## src/hdl/cpu_defs.svh

```systemverilog
`ifndef CPU_DEFS_SVH
`define CPU_DEFS_SVH

`define CPU_XLEN     32
`define CPU_REGSEL_W 4
`define CPU_ALUSEL_W 3
`define CPU_JMPREL_W 8

// Instruction word fields
`define CPU_F_CLASS  31:28
`define CPU_F_RD     27:24
`define CPU_F_ALU    23:21
`define CPU_F_RS     20:17
`define CPU_F_IMMEN  16
`define CPU_F_IMM    15:0
`define CPU_F_RT     11:8
`define CPU_F_JMPREL 7:0
`define CPU_F_RREAD  1
`define CPU_F_CREAD  0

`define CPU_REG_ZERO 4'd0
`define CPU_REG_A    4'd1
`define CPU_REG_B    4'd2
`define CPU_REG_C    4'd3
`define CPU_REG_D    4'd4
`define CPU_REG_E    4'd5
`define CPU_REG_F    4'd6
`define CPU_REG_G    4'd7
`define CPU_REG_H    4'd8
`define CPU_REG_I    4'd9
`define CPU_REG_J    4'd10
`define CPU_REG_RA   4'd11
`define CPU_REG_SL   4'd12
`define CPU_REG_SH   4'd13
`define CPU_REG_N    4'd14
`define CPU_REG_PC   4'd15

`define CPU_PC_RESET 32'd0

`endif

```

## src/hdl/cpu_pkg.sv

```systemverilog
package cpu_pkg;

    // Codes not listed here behave as NOP
    typedef enum logic [3:0] {
        CLS_NOP   = 4'h0,
        CLS_ALU   = 4'h1,
        CLS_STORE = 4'h2,
        CLS_JNZ   = 4'h3
    } inst_class_e;

    typedef enum logic [2:0] {
        ALU_ADD      = 3'd0,
        ALU_SUB      = 3'd1,
        ALU_OR       = 3'd2,
        ALU_AND      = 3'd3,
        ALU_XOR      = 3'd4,
        ALU_RESERVED = 3'd5,
        ALU_CLAMP    = 3'd6,
        ALU_MUL      = 3'd7
    } alu_op_e;

endpackage

```

## src/hdl/dcd_bus.sv

```systemverilog
`timescale 1ns/1ps
`include "cpu_defs.svh"

interface dcd_bus;
    import cpu_pkg::*;

    inst_class_e               cls;
    alu_op_e                   alu_op;
    logic [`CPU_REGSEL_W-1:0]  rdsel;
    logic                      imm_en;
    logic [`CPU_XLEN-1:0]      imm;
    logic                      r_read_en;
    logic                      c_read_en;

    modport producer (
        output cls,
        output alu_op,
        output rdsel,
        output imm_en,
        output imm,
        output r_read_en,
        output c_read_en
    );

    modport consumer (
        input cls,
        input alu_op,
        input rdsel,
        input imm_en,
        input imm,
        input r_read_en,
        input c_read_en
    );

endinterface

```

## src/hdl/cpu_seq.sv

```systemverilog
`timescale 1ns/1ps
`include "cpu_defs.svh"

module cpu_seq (
    input  logic                      clk,
    input  logic                      rst,
    input  logic                      is_jnz_i,
    input  logic [`CPU_XLEN-1:0]      inst_pc_i,
    input  logic [`CPU_JMPREL_W-1:0]  jmprel_i,
    input  logic                      regn_is_zero_i,
    output logic [`CPU_XLEN-1:0]      p_addr_o,
    output logic [`CPU_XLEN-1:0]      fetch_pc_o,
    output logic                      squash_o
);

    logic [`CPU_XLEN-1:0] pc_q;
    logic [`CPU_XLEN-1:0] jmp_off;
    logic [`CPU_XLEN-1:0] jmp_target;
    logic                 taken;

    // JNZ is resolved while it sits in the decode register
    assign taken = is_jnz_i && !regn_is_zero_i;

    always_comb begin
        jmp_off    = $signed(jmprel_i);
        jmp_target = inst_pc_i + jmp_off;
    end

    always_ff @(posedge clk) begin
        if (rst) begin
            pc_q <= `CPU_PC_RESET;
        end else if (taken) begin
            pc_q <= jmp_target;
        end else begin
            pc_q <= pc_q + 1'b1;
        end
    end

    assign p_addr_o   = pc_q;
    assign fetch_pc_o = pc_q;

    // Kills the slot fetched right after the JNZ
    assign squash_o = taken;

endmodule

```

## src/hdl/cpu_decode.sv

```systemverilog
`timescale 1ns/1ps
`include "cpu_defs.svh"

module cpu_decode (
    input  logic                      clk,
    input  logic                      rst,
    input  logic [`CPU_XLEN-1:0]      inst_i,
    input  logic [`CPU_XLEN-1:0]      fetch_pc_i,
    input  logic                      squash_i,
    output logic [`CPU_REGSEL_W-1:0]  rssel_o,
    output logic [`CPU_REGSEL_W-1:0]  rtsel_o,
    output logic                      is_jnz_o,
    output logic [`CPU_XLEN-1:0]      inst_pc_o,
    output logic [`CPU_JMPREL_W-1:0]  jmprel_o,
    dcd_bus.producer                  dcd
);
    import cpu_pkg::*;

    logic [`CPU_XLEN-1:0]      f_imm;
    logic                      f_imm_en;
    logic                      f_r_read_en;
    logic                      f_c_read_en;

    // Decode register
    inst_class_e               d_cls;
    alu_op_e                   d_alu_op;
    logic [`CPU_REGSEL_W-1:0]  d_rdsel;
    logic [`CPU_REGSEL_W-1:0]  d_rssel;
    logic [`CPU_REGSEL_W-1:0]  d_rtsel;
    logic                      d_imm_en;
    logic [`CPU_XLEN-1:0]      d_imm;
    logic [`CPU_JMPREL_W-1:0]  d_jmprel;
    logic                      d_r_read_en;
    logic                      d_c_read_en;
    logic [`CPU_XLEN-1:0]      d_pc;

    always_comb begin
        f_imm_en    = inst_i[`CPU_F_IMMEN];
        f_imm       = $signed(inst_i[`CPU_F_IMM]);
        // Immediate replaces any bus load
        f_r_read_en = inst_i[`CPU_F_RREAD] && !f_imm_en;
        f_c_read_en = inst_i[`CPU_F_CREAD] && !f_imm_en;
    end

    always_ff @(posedge clk) begin
        if (rst || squash_i) begin
            d_cls <= CLS_NOP;
        end else begin
            d_cls <= inst_class_e'(inst_i[`CPU_F_CLASS]);
        end
    end

    always_ff @(posedge clk) begin
        d_alu_op    <= alu_op_e'(inst_i[`CPU_F_ALU]);
        d_rdsel     <= inst_i[`CPU_F_RD];
        d_rssel     <= inst_i[`CPU_F_RS];
        d_rtsel     <= inst_i[`CPU_F_RT];
        d_imm_en    <= f_imm_en;
        d_imm       <= f_imm;
        d_jmprel    <= inst_i[`CPU_F_JMPREL];
        d_r_read_en <= f_r_read_en;
        d_c_read_en <= f_c_read_en;
        d_pc        <= fetch_pc_i;
    end

    // Operand stage aligned with the registered regfile reads
    always_ff @(posedge clk) begin
        if (rst) begin
            dcd.cls <= CLS_NOP;
        end else begin
            dcd.cls <= d_cls;
        end
    end

    always_ff @(posedge clk) begin
        dcd.alu_op    <= d_alu_op;
        dcd.rdsel     <= d_rdsel;
        dcd.imm_en    <= d_imm_en;
        dcd.imm       <= d_imm;
        dcd.r_read_en <= d_r_read_en;
        dcd.c_read_en <= d_c_read_en;
    end

    assign rssel_o   = d_rssel;
    assign rtsel_o   = d_rtsel;
    assign is_jnz_o  = (d_cls == CLS_JNZ);
    assign inst_pc_o = d_pc;
    assign jmprel_o  = d_jmprel;

endmodule

```

## src/hdl/cpu_regfile.sv

```systemverilog
`timescale 1ns/1ps
`include "cpu_defs.svh"

module cpu_regfile (
    input  logic                      clk,
    input  logic                      rst,
    input  logic [`CPU_REGSEL_W-1:0]  rssel_i,
    input  logic [`CPU_REGSEL_W-1:0]  rtsel_i,
    input  logic [`CPU_REGSEL_W-1:0]  wb_sel_i,
    input  logic [`CPU_XLEN-1:0]      wb_val_i,
    output logic [`CPU_XLEN-1:0]      rs_val_o,
    output logic [`CPU_XLEN-1:0]      rt_val_o,
    output logic                      regn_is_zero_o
);

    localparam int NUM_REGS = 13;

    logic [`CPU_XLEN-1:0] regs [NUM_REGS];
    logic [`CPU_XLEN-1:0] rs_q;
    logic [`CPU_XLEN-1:0] rt_q;

    // zero, ra and pc have no storage
    function automatic logic has_storage(input logic [`CPU_REGSEL_W-1:0] sel);
        return (sel != `CPU_REG_ZERO) && (sel != `CPU_REG_RA) && (sel != `CPU_REG_PC);
    endfunction

    // Storage slot, skipping the hole at ra
    function automatic logic [`CPU_REGSEL_W-1:0] slot(input logic [`CPU_REGSEL_W-1:0] sel);
        if (sel < `CPU_REG_RA) begin
            return sel - 4'd1;
        end
        return sel - 4'd2;
    endfunction

    function automatic logic [`CPU_XLEN-1:0] read_reg(input logic [`CPU_REGSEL_W-1:0] sel);
        if (!has_storage(sel)) begin
            return '0;
        end
        return regs[slot(sel)];
    endfunction

    always_ff @(posedge clk) begin
        if (rst) begin
            for (int i = 0; i < NUM_REGS; i++) begin
                regs[i] <= '0;
            end
        end else if (has_storage(wb_sel_i)) begin
            regs[slot(wb_sel_i)] <= wb_val_i;
        end
    end

    always_ff @(posedge clk) begin
        rs_q <= read_reg(rssel_i);
        rt_q <= read_reg(rtsel_i);
    end

    assign rs_val_o = rs_q;
    assign rt_val_o = rt_q;

    // Read straight from n for the JNZ test in decode
    assign regn_is_zero_o = (regs[slot(`CPU_REG_N)] == '0);

endmodule

```

## src/hdl/cpu_mem.sv

```systemverilog
`timescale 1ns/1ps
`include "cpu_defs.svh"

module cpu_mem (
    input  logic                      clk,
    input  logic                      rst,
    input  logic [`CPU_XLEN-1:0]      rs_val_i,
    input  logic [`CPU_XLEN-1:0]      rt_val_i,
    input  logic [`CPU_XLEN-1:0]      r_data_i,
    input  logic [`CPU_XLEN-1:0]      c_data_i,
    dcd_bus.consumer                  dcd,
    output logic [`CPU_XLEN-1:0]      r_addr_o,
    output logic [`CPU_XLEN-1:0]      r_data_o,
    output logic                      r_we_o,
    output logic [`CPU_XLEN-1:0]      c_addr_o,
    output logic [`CPU_XLEN-1:0]      s_val_o,
    output logic [`CPU_XLEN-1:0]      t_val_o,
    output cpu_pkg::alu_op_e          alu_op_o,
    output logic [`CPU_REGSEL_W-1:0]  rdsel_o,
    output logic                      wr_en_o
);
    import cpu_pkg::*;

    logic [`CPU_XLEN-1:0] s_sel;
    logic [`CPU_XLEN-1:0] t_sel;

    // Register values double as bus addresses
    assign r_addr_o = rs_val_i;
    assign c_addr_o = rt_val_i;

    always_comb begin
        s_sel = dcd.r_read_en ? r_data_i : rs_val_i;
        if (dcd.imm_en) begin
            t_sel = dcd.imm;
        end else if (dcd.c_read_en) begin
            t_sel = c_data_i;
        end else begin
            t_sel = rt_val_i;
        end
    end

    // Store goes out in this cycle
    assign r_we_o   = (dcd.cls == CLS_STORE);
    assign r_data_o = t_sel;

    always_ff @(posedge clk) begin
        if (rst) begin
            wr_en_o <= 1'b0;
        end else begin
            wr_en_o <= (dcd.cls == CLS_ALU);
        end
    end

    always_ff @(posedge clk) begin
        s_val_o  <= s_sel;
        t_val_o  <= t_sel;
        alu_op_o <= dcd.alu_op;
        rdsel_o  <= dcd.rdsel;
    end

endmodule

```

## src/hdl/cpu_ex.sv

```systemverilog
`timescale 1ns/1ps
`include "cpu_defs.svh"

module cpu_ex (
    input  logic                      clk,
    input  logic                      rst,
    input  logic [`CPU_XLEN-1:0]      s_val_i,
    input  logic [`CPU_XLEN-1:0]      t_val_i,
    input  cpu_pkg::alu_op_e          alu_op_i,
    input  logic [`CPU_REGSEL_W-1:0]  rdsel_i,
    input  logic                      wr_en_i,
    output logic [`CPU_REGSEL_W-1:0]  wb_sel_o,
    output logic [`CPU_XLEN-1:0]      wb_val_o
);
    import cpu_pkg::*;

    logic [`CPU_XLEN-1:0]   alu_res;
    logic [`CPU_XLEN-1:0]   clamp_hi;
    logic [2*`CPU_XLEN-1:0] prod;

    // Upper bound first, then floor at zero
    always_comb begin
        if ($signed(s_val_i) > $signed(t_val_i)) begin
            clamp_hi = t_val_i;
        end else begin
            clamp_hi = s_val_i;
        end
    end

    assign prod = s_val_i * t_val_i;

    always_comb begin
        case (alu_op_i)
            ALU_ADD: begin
                alu_res = s_val_i + t_val_i;
            end
            ALU_SUB: begin
                alu_res = s_val_i - t_val_i;
            end
            ALU_OR: begin
                alu_res = s_val_i | t_val_i;
            end
            ALU_AND: begin
                alu_res = s_val_i & t_val_i;
            end
            ALU_XOR: begin
                alu_res = s_val_i ^ t_val_i;
            end
            ALU_CLAMP: begin
                alu_res = $signed(clamp_hi) < 0 ? '0 : clamp_hi;
            end
            ALU_MUL: begin
                // Low word only
                alu_res = prod[`CPU_XLEN-1:0];
            end
            default: begin
                alu_res = '0;
            end
        endcase
    end

    always_ff @(posedge clk) begin
        if (rst) begin
            wb_sel_o <= `CPU_REG_ZERO;
        end else begin
            wb_sel_o <= wr_en_i ? rdsel_i : `CPU_REG_ZERO;
        end
    end

    always_ff @(posedge clk) begin
        wb_val_o <= alu_res;
    end

endmodule

```

## src/hdl/cpu_core.sv

```systemverilog
`timescale 1ns/1ps
`include "cpu_defs.svh"

module cpu_core (
    input  logic                  clk,
    input  logic                  rst,
    input  logic [`CPU_XLEN-1:0]  p_data_i,
    input  logic [`CPU_XLEN-1:0]  r_data_i,
    input  logic [`CPU_XLEN-1:0]  c_data_i,
    output logic [`CPU_XLEN-1:0]  p_addr_o,
    output logic [`CPU_XLEN-1:0]  r_addr_o,
    output logic [`CPU_XLEN-1:0]  r_data_o,
    output logic                  r_we_o,
    output logic [`CPU_XLEN-1:0]  c_addr_o
);
    import cpu_pkg::*;

    logic [`CPU_XLEN-1:0]      fetch_pc;
    logic                      squash;
    logic [`CPU_REGSEL_W-1:0]  rssel;
    logic [`CPU_REGSEL_W-1:0]  rtsel;
    logic                      is_jnz;
    logic [`CPU_XLEN-1:0]      inst_pc;
    logic [`CPU_JMPREL_W-1:0]  jmprel;
    logic [`CPU_XLEN-1:0]      rs_val;
    logic [`CPU_XLEN-1:0]      rt_val;
    logic                      regn_is_zero;
    logic [`CPU_XLEN-1:0]      s_val;
    logic [`CPU_XLEN-1:0]      t_val;
    alu_op_e                   ex_alu_op;
    logic [`CPU_REGSEL_W-1:0]  ex_rdsel;
    logic                      ex_wr_en;
    logic [`CPU_REGSEL_W-1:0]  wb_sel;
    logic [`CPU_XLEN-1:0]      wb_val;

    // Decode to memory stage
    dcd_bus dcd_if ();

    cpu_seq u_seq (
        .clk            (clk),
        .rst            (rst),
        .is_jnz_i       (is_jnz),
        .inst_pc_i      (inst_pc),
        .jmprel_i       (jmprel),
        .regn_is_zero_i (regn_is_zero),
        .p_addr_o       (p_addr_o),
        .fetch_pc_o     (fetch_pc),
        .squash_o       (squash)
    );

    cpu_decode u_decode (
        .clk        (clk),
        .rst        (rst),
        .inst_i     (p_data_i),
        .fetch_pc_i (fetch_pc),
        .squash_i   (squash),
        .rssel_o    (rssel),
        .rtsel_o    (rtsel),
        .is_jnz_o   (is_jnz),
        .inst_pc_o  (inst_pc),
        .jmprel_o   (jmprel),
        .dcd        (dcd_if.producer)
    );

    cpu_regfile u_regfile (
        .clk            (clk),
        .rst            (rst),
        .rssel_i        (rssel),
        .rtsel_i        (rtsel),
        .wb_sel_i       (wb_sel),
        .wb_val_i       (wb_val),
        .rs_val_o       (rs_val),
        .rt_val_o       (rt_val),
        .regn_is_zero_o (regn_is_zero)
    );

    cpu_mem u_mem (
        .clk      (clk),
        .rst      (rst),
        .rs_val_i (rs_val),
        .rt_val_i (rt_val),
        .r_data_i (r_data_i),
        .c_data_i (c_data_i),
        .dcd      (dcd_if.consumer),
        .r_addr_o (r_addr_o),
        .r_data_o (r_data_o),
        .r_we_o   (r_we_o),
        .c_addr_o (c_addr_o),
        .s_val_o  (s_val),
        .t_val_o  (t_val),
        .alu_op_o (ex_alu_op),
        .rdsel_o  (ex_rdsel),
        .wr_en_o  (ex_wr_en)
    );

    cpu_ex u_ex (
        .clk      (clk),
        .rst      (rst),
        .s_val_i  (s_val),
        .t_val_i  (t_val),
        .alu_op_i (ex_alu_op),
        .rdsel_i  (ex_rdsel),
        .wr_en_i  (ex_wr_en),
        .wb_sel_o (wb_sel),
        .wb_val_o (wb_val)
    );

endmodule

```

## config.mk

```make
export PLATFORM = sky130hd
export DESIGN_NAME = cpu_core
export DESIGN_NICKNAME = d
export VERILOG_FILES = /design/src/hdl/cpu_pkg.sv /design/src/hdl/dcd_bus.sv /design/src/hdl/cpu_seq.sv /design/src/hdl/cpu_decode.sv /design/src/hdl/cpu_regfile.sv /design/src/hdl/cpu_mem.sv /design/src/hdl/cpu_ex.sv /design/src/hdl/cpu_core.sv
export VERILOG_INCLUDE_DIRS = /design/src /design/src/hdl
export SDC_FILE = /design/constraint.sdc
export NUM_CORES = 2
export LEC_CHECK = 0
export BUFFER_PORTS_ARGS = -buffer_cell sky130_fd_sc_hd__buf_4
export CAP_MARGIN = 15
export CORE_MARGIN = 2
export CORE_UTILIZATION = 60
export DETAILED_ROUTE_END_ITERATION = 10
export HOLD_SLACK_MARGIN = 0.12
export PLACE_DENSITY = 0.78
export SYNTH_ARGS = -nofsm -noshare
export SYNTH_HDL_FRONTEND = slang
export SYNTH_SLANG_ARGS = --single-unit
export TNS_END_PERCENT = 50
```

## constraint.sdc

```tcl
create_clock -name clk -period 8.9 [get_ports clk]
set_clock_uncertainty 0.15 [all_clocks]
set_input_delay 0.445 -clock clk [delete_from_list [all_inputs] [get_ports clk]]
set_output_delay 0.445 -clock clk [all_outputs]
set_load 0.005 [all_outputs]
```

# [Yosys cells after proc, flatten, opt, wreduce, memory -nomap -nowiden]
# Memories as Yosys holds them, arrays and structs flattened. A register that Yosys moved wholly into a read port is not among the register bits.
# Cells that the tools add are included.
[word_totals] regBits=248 latch_bits=0 ramBits=416 romBits=0 inputBits=98 elab_cells=115 memories=1
[classes] n_addsub=10 mul=1 div=0 order_cmp=5 n_eq_ne=15 n_shift=0 muxes=32 n_bitwise=4 n_reduce_logical=21
[mem_list] name="u_regfile.regs" depth=13 word_bits=32 rd=3 rd_clocked_by_memory_dff=2 write_ports=13 line_no="cpu_regfile.sv:18" source="logic [`CPU_XLEN-1:0] regs [NUM_REGS];"
[ops] op="$mux W32" count=7
[ops] op="$pmux W32 S7" count=1
[ops] op="$add A32 B32 Y32" count=2
[ops] op="$mux W4" count=11
[ops] op="$add A32 B1 Y32 const B" count=1
[ops] op="$and A32 B32 Y32" count=1
[ops] op="$gt A32 B32 Y1" count=1
[ops] op="$logic_not A32 Y1" count=1
[ops] op="$lt A32 B1 Y1 const B" count=1
[ops] op="$mul A32 B32 Y32" count=1
[ops] op="$or A32 B32 Y32" count=1
[ops] op="$reduce_or A32 Y1" count=1
[ops] op="$sub A32 B32 Y32" count=1
[ops] op="$xor A32 B32 Y32" count=1
[ops] op="$ne A4 B4 Y1 const B" count=6
[ops] op="$mux W1" count=13
[ops] op="$lt A4 B4 Y1 const B" count=3
[ops] op="$reduce_bool A4 Y1" count=3
[ops] op="$sub A4 B1 Y4 const B" count=3
[ops] op="$sub A4 B2 Y4 const B" count=3
[ops] op="$eq A3 B3 Y1 const B" count=3
[ops] op="$logic_and A1 B1 Y1" count=9
[ops] op="$eq A4 B2 Y1 const B" count=2
[ops] op="$eq A3 B2 Y1 const B" count=2
[ops] op="other kinds (7)" count=10

# [Longest topological paths before layout]
[depth] ltp_word=9 ltp_mapped=29 mapped_depth_nobuf=27

# [Modules after synthesis]
# A second synthesis with hierarchy kept.
[hier_totals] cells_unflattened=5359 area_unflattened_um2=58494.9
[by_module_without_submodules] mod="cpu_regfile" n_inst=1 cells_per_inst=1785 area_each_um2=28095.7 seq_area_each_um2=16656.0
[by_module_without_submodules] mod="cpu_ex" n_inst=1 cells_per_inst=2663 area_each_um2=21284.2 seq_area_each_um2=720.7
[by_module_without_submodules] mod="cpu_seq" n_inst=1 cells_per_inst=494 area_each_um2=3701.0 seq_area_each_um2=640.6
[by_module_without_submodules] mod="cpu_mem" n_inst=1 cells_per_inst=282 area_each_um2=3201.8 seq_area_each_um2=1441.4
[by_module_without_submodules] mod="cpu_decode" n_inst=1 cells_per_inst=135 area_each_um2=2212.1 seq_area_each_um2=1921.8

# [Least setup slack after synthesis]
# No wires, ideal clock.
[synth_timing] path_kind="flip-flop to flip-flop" start="reg u_mem.t_val_o[4]" end="reg u_ex.wb_val_o[27]" setup_ns=0.129 arrival_time_ns=7.283 required_ns=8.621 setup_slack_ns=1.338 path_stages_with_launch=28 path_buffers=3 synth_period_minus_slack_ns=7.562 cell_sequence="dfxtp_1 -> clkbuf_1 -> inv_1 -> clkbuf_1 -> buf_1 -> nor2_1 -> fa_1 -> inv_1 -> fa_1 -> fa_1 -> fa_1 -> inv_1 -> fa_1 -> inv_1 -> fa_1 -> inv_1 -> fa_1 -> fa_1 -> ha_1 -> a21oi_1 -> o21ai_0 -> a211o_1 -> and3_1 -> a221o_1 -> or2_2 -> xor2_1 -> a221oi_1 -> nand4_1"
[synth_between] elab_chain_cells=5 word_cells_on_any_way=8 classes_between="2 x add/sub; 1 x mul; 2 x order compare; 3 x mux"
[synth_lines] element="from (decl)" line_no="cpu_mem.sv:17" source="output logic [`CPU_XLEN-1:0] t_val_o,"
[synth_lines] element="from (signal assigned)" line_no="cpu_mem.sv:56" source="t_val_o <= t_sel;"
[synth_lines] element="$gt A32 B32 Y1" line_no="cpu_ex.sv:23" source="if ($signed(s_val_i) > $signed(t_val_i)) begin"
[synth_lines] element="$mux W32" line_no="cpu_ex.sv:23"
[synth_lines] element="$lt A32 B1 Y1" line_no="cpu_ex.sv:50" source="alu_res = $signed(clamp_hi) < 0 ? '0 : clamp_hi;"
[synth_lines] element="$mux W32" line_no="cpu_ex.sv:50"
[synth_lines] element="$pmux W32 S7 *" line_no="cpu_ex.sv:33" source="case (alu_op_i)"
[synth_lines] element="via u_ex.alu_res[27]" line_no="cpu_ex.sv:17" source="logic [`CPU_XLEN-1:0] alu_res;"
[synth_lines] element="to (signal assigned)" line_no="cpu_ex.sv:71" source="wb_val_o <= alu_res;"
[synth_lines] element="to (decl)" line_no="cpu_ex.sv:13" source="output logic [`CPU_XLEN-1:0] wb_val_o"
# Mark *: on every way through the listed nets, which the timed path passes. The rest lies on a longest branch.
# A chain may end at the register's enable or synchronous reset.

# [Worst setup path after layout]
[layout_timing] start="reg u_mem.t_val_o[6]" end="reg u_ex.wb_val_o[23]"
# Same word-level chain as after synthesis.

==> impl_metrics.tcl <==
set metrics [dict create \
    placed_area_um2 60500 \
    overflow 0 \
    setup_violations 0 \
    rsz0062_at_grt "false" \
    insertion_delay_ns 0.70 \
    drv_cap 0 \
    start_util 0.605 \
    postCtsSetupRepairBufs 0 \
    fin_setup_tns_ns 0 \
    synth_fp_nets 5994 \
    fmax_mhz 117 \
    ys_warn_count 0 \
    dieArea_um2 98100 \
    cts_tree "done" \
    htree_num_levels 3 \
    design_area_um2 64200 \
    drc 0 \
    antenna_found_initial 22 \
    drt_iter0_drc 5919 \
    wl_per_cell_um 30.1 \
    final_cell_mix "edfxtp_1, nor2_1, inv_1" \
    status "finished clean" \
    cp-start-kind "flip-flop" \
    critPathCaptureType "flip-flop" \
    synth.distinct_cells 86 \
    yosysTopAreaCellShare 0.268 \
    die_y_um 313 \
    rows 113 \
    synth_area_um2 57400 \
    drive_gt1_frac 0.159 \
    fin_ws_ns 0.367 \
    dp.cells 6506 \
    crit_type "reg2reg" \
    place.port_buffers 226 \
    yosys.area.top_type "edfxtp_1" \
    slew_viol_final 0 \
    post-route-min-period_ns 8.53 \
    clock_sinks 812 \
    final_common_cell "edfxtp_1" \
    cts_hold_buf 77 \
    synthTopCellsByArea "edfxtp_1, fa_1, dfxtp_1" \
    area_delta_synth_final_pct 11.9 \
    synth-main-ff-cell "edfxtp_1" \
    finalCritPeriodShare 0.959 \
    stdcell_count 6756 \
    synth_area_per_cell_um2 11.0 \
    via_per_inst 6.61 \
    drt_wl_total_um 203000 \
    pre_cts_slack_ns 0.563 \
    cts-buffers-inserted 86 \
    vias 44645 \
    critPathRequiredTime_ns 9.30 \
    gp_congestion 1.10 \
    min_path_type "in2reg" \
    grt_max_degree 129 \
    drtPass1Iterations 6 \
    cts_max_path_buffers 3 \
    arrival_ns 8.94 \
    critPathMaxFanout 12 \
    synth_edf_count 512 \
    hpwl_um 139000 \
    async_reset_ff_frac 0 \
    grt_pass1_vias 45102 \
    final_antenna_net_count 0 \
    nets 6180 \
    max_slew_margin 0.0990 \
    clockRootBuffer "clkbuf_16" \
    grt_pass1_wl_um 293000 \
    postCtsResizedCells 0 \
    ys_seq_area_frac 0.373 \
    clkTransAtPathRegs_ns 0.08 \
    fp.dieW_um 313 \
    worst_slew_pin_slew_ns 1.34 \
    syn_inst 5220 \
    core-area_um2 94900 \
    hold_violations 0 \
    ios 227 \
    track_usage 0.414 \
    ys_ff_latch 812 \
]
==> area by class of cell <==
cell class / instances / area [µm²]
Inverter: 508 / 1910
Antenna cell: 12 / 30.0
Sequential cell: 812 / 21400
Multi-Input combinational cell: 3557 / 32900
Fill cell: 6924 / 30700
Tap cell: 1265 / 1580
Clock inverter: 40 / 455
Timing Repair Buffer: 441 / 3540
Clock buffer: 121 / 2410
==> cells in the mapped netlist, drive strengths merged, types with 152 or more instances <==
master  number
fa         411
ha         265
dfxtp      300
clkbuf     273
and2       429
mux4       256
nand2      380
a211oi     183
a21oi      152
nor2       515
inv        495
edfxtp     512
==> through the flow <==
stage | util | hold slack (ns)
2_1_floorplan | - | 0.160
3_3_place_gp | 0.638 | 0.160
3_5_place_dp | 0.638 | 0.162
4_1_cts | 0.677 | 0.123
5_1_grt | 0.677 | 0.163
6_report | 0.677 | 0.158
==> final timing paths <==
kind,startpoint,endpoint,slack [ns],cells after the start
setup / recovery,u_mem.t_val_o[6],u_ex.wb_val_o[23],0.37,23
hold / removal,c_data_i[6],u_mem.t_val_o[6],0.16,4
setup reg to reg,u_mem.t_val_o[6],u_ex.wb_val_o[23],0.37,23
hold reg to reg,u_decode.d_alu_op[1],u_decode.dcd.alu_op[1],0.16,0
==> layer usage <==
metal | share of wire | GRT usage | vias up
met1 | 0.34 | 0.509 | 22060
met5 | 0.00062 | 0 | -
met3 | 0.13 | 0.121 | 888
met4 | 0.077 | 0.266 | 18
li1 | - | - | 18369
met2 | 0.45 | 0.642 | 3310
==> flip-flops by register name, summed over array words and instances (netlist names), 4 cells and up <==
name                flops
u_regfile.regs        512
u_decode.inst_pc_o     32
u_ex.wb_val_o          32
u_mem.s_val_o          32
u_mem.t_val_o          32
u_regfile.rs_val_o     32
u_regfile.rt_val_o     32
u_seq.fetch_pc_o       32
u_decode.dcd.imm       16
u_decode.d_imm         13
u_decode.d_cls          4
u_decode.d_rdsel        4
u_decode.dcd.cls        4
u_decode.dcd.rdsel      4
u_decode.rssel_o        4
u_ex.wb_sel_o           4
u_mem.rdsel_o           4
==> cells by family after synthesis <==
family,synth area share
AND/OR/NAND/NOR,0.139
buffers and inverters,0.0567
flip-flops,0.373
AO/OA/AOI/OAI,0.0829
adder cells (fa/ha/maj),0.201
multiplexers,0.124
XOR/XNOR,0.0235
==> critical path, cell delays in order (launching register included) <==
cell and delay [ns]:
dfxtp_1 0.76, inv_1 0.48, buf_4 0.34, nor2_1 0.16, fa_1 0.46, fa_1 0.50
fa_1 0.51, inv_1 0.04, fa_1 0.47, inv_1 0.04, ha_1 0.27, ha_1 0.29
fa_1 0.50, fa_1 0.41, ha_1 0.36, o31a_1 0.30, o21ai_0 0.23, a221oi_1 0.22
nor2_1 0.28, nor3_1 0.08, a2111oi_1 0.45, xor2_1 0.45, o22ai_1 0.12, or4_1 0.50
Power is not shown: default switching activity piles up to over one toggle a cycle in this logic, so the estimate is an artifact.
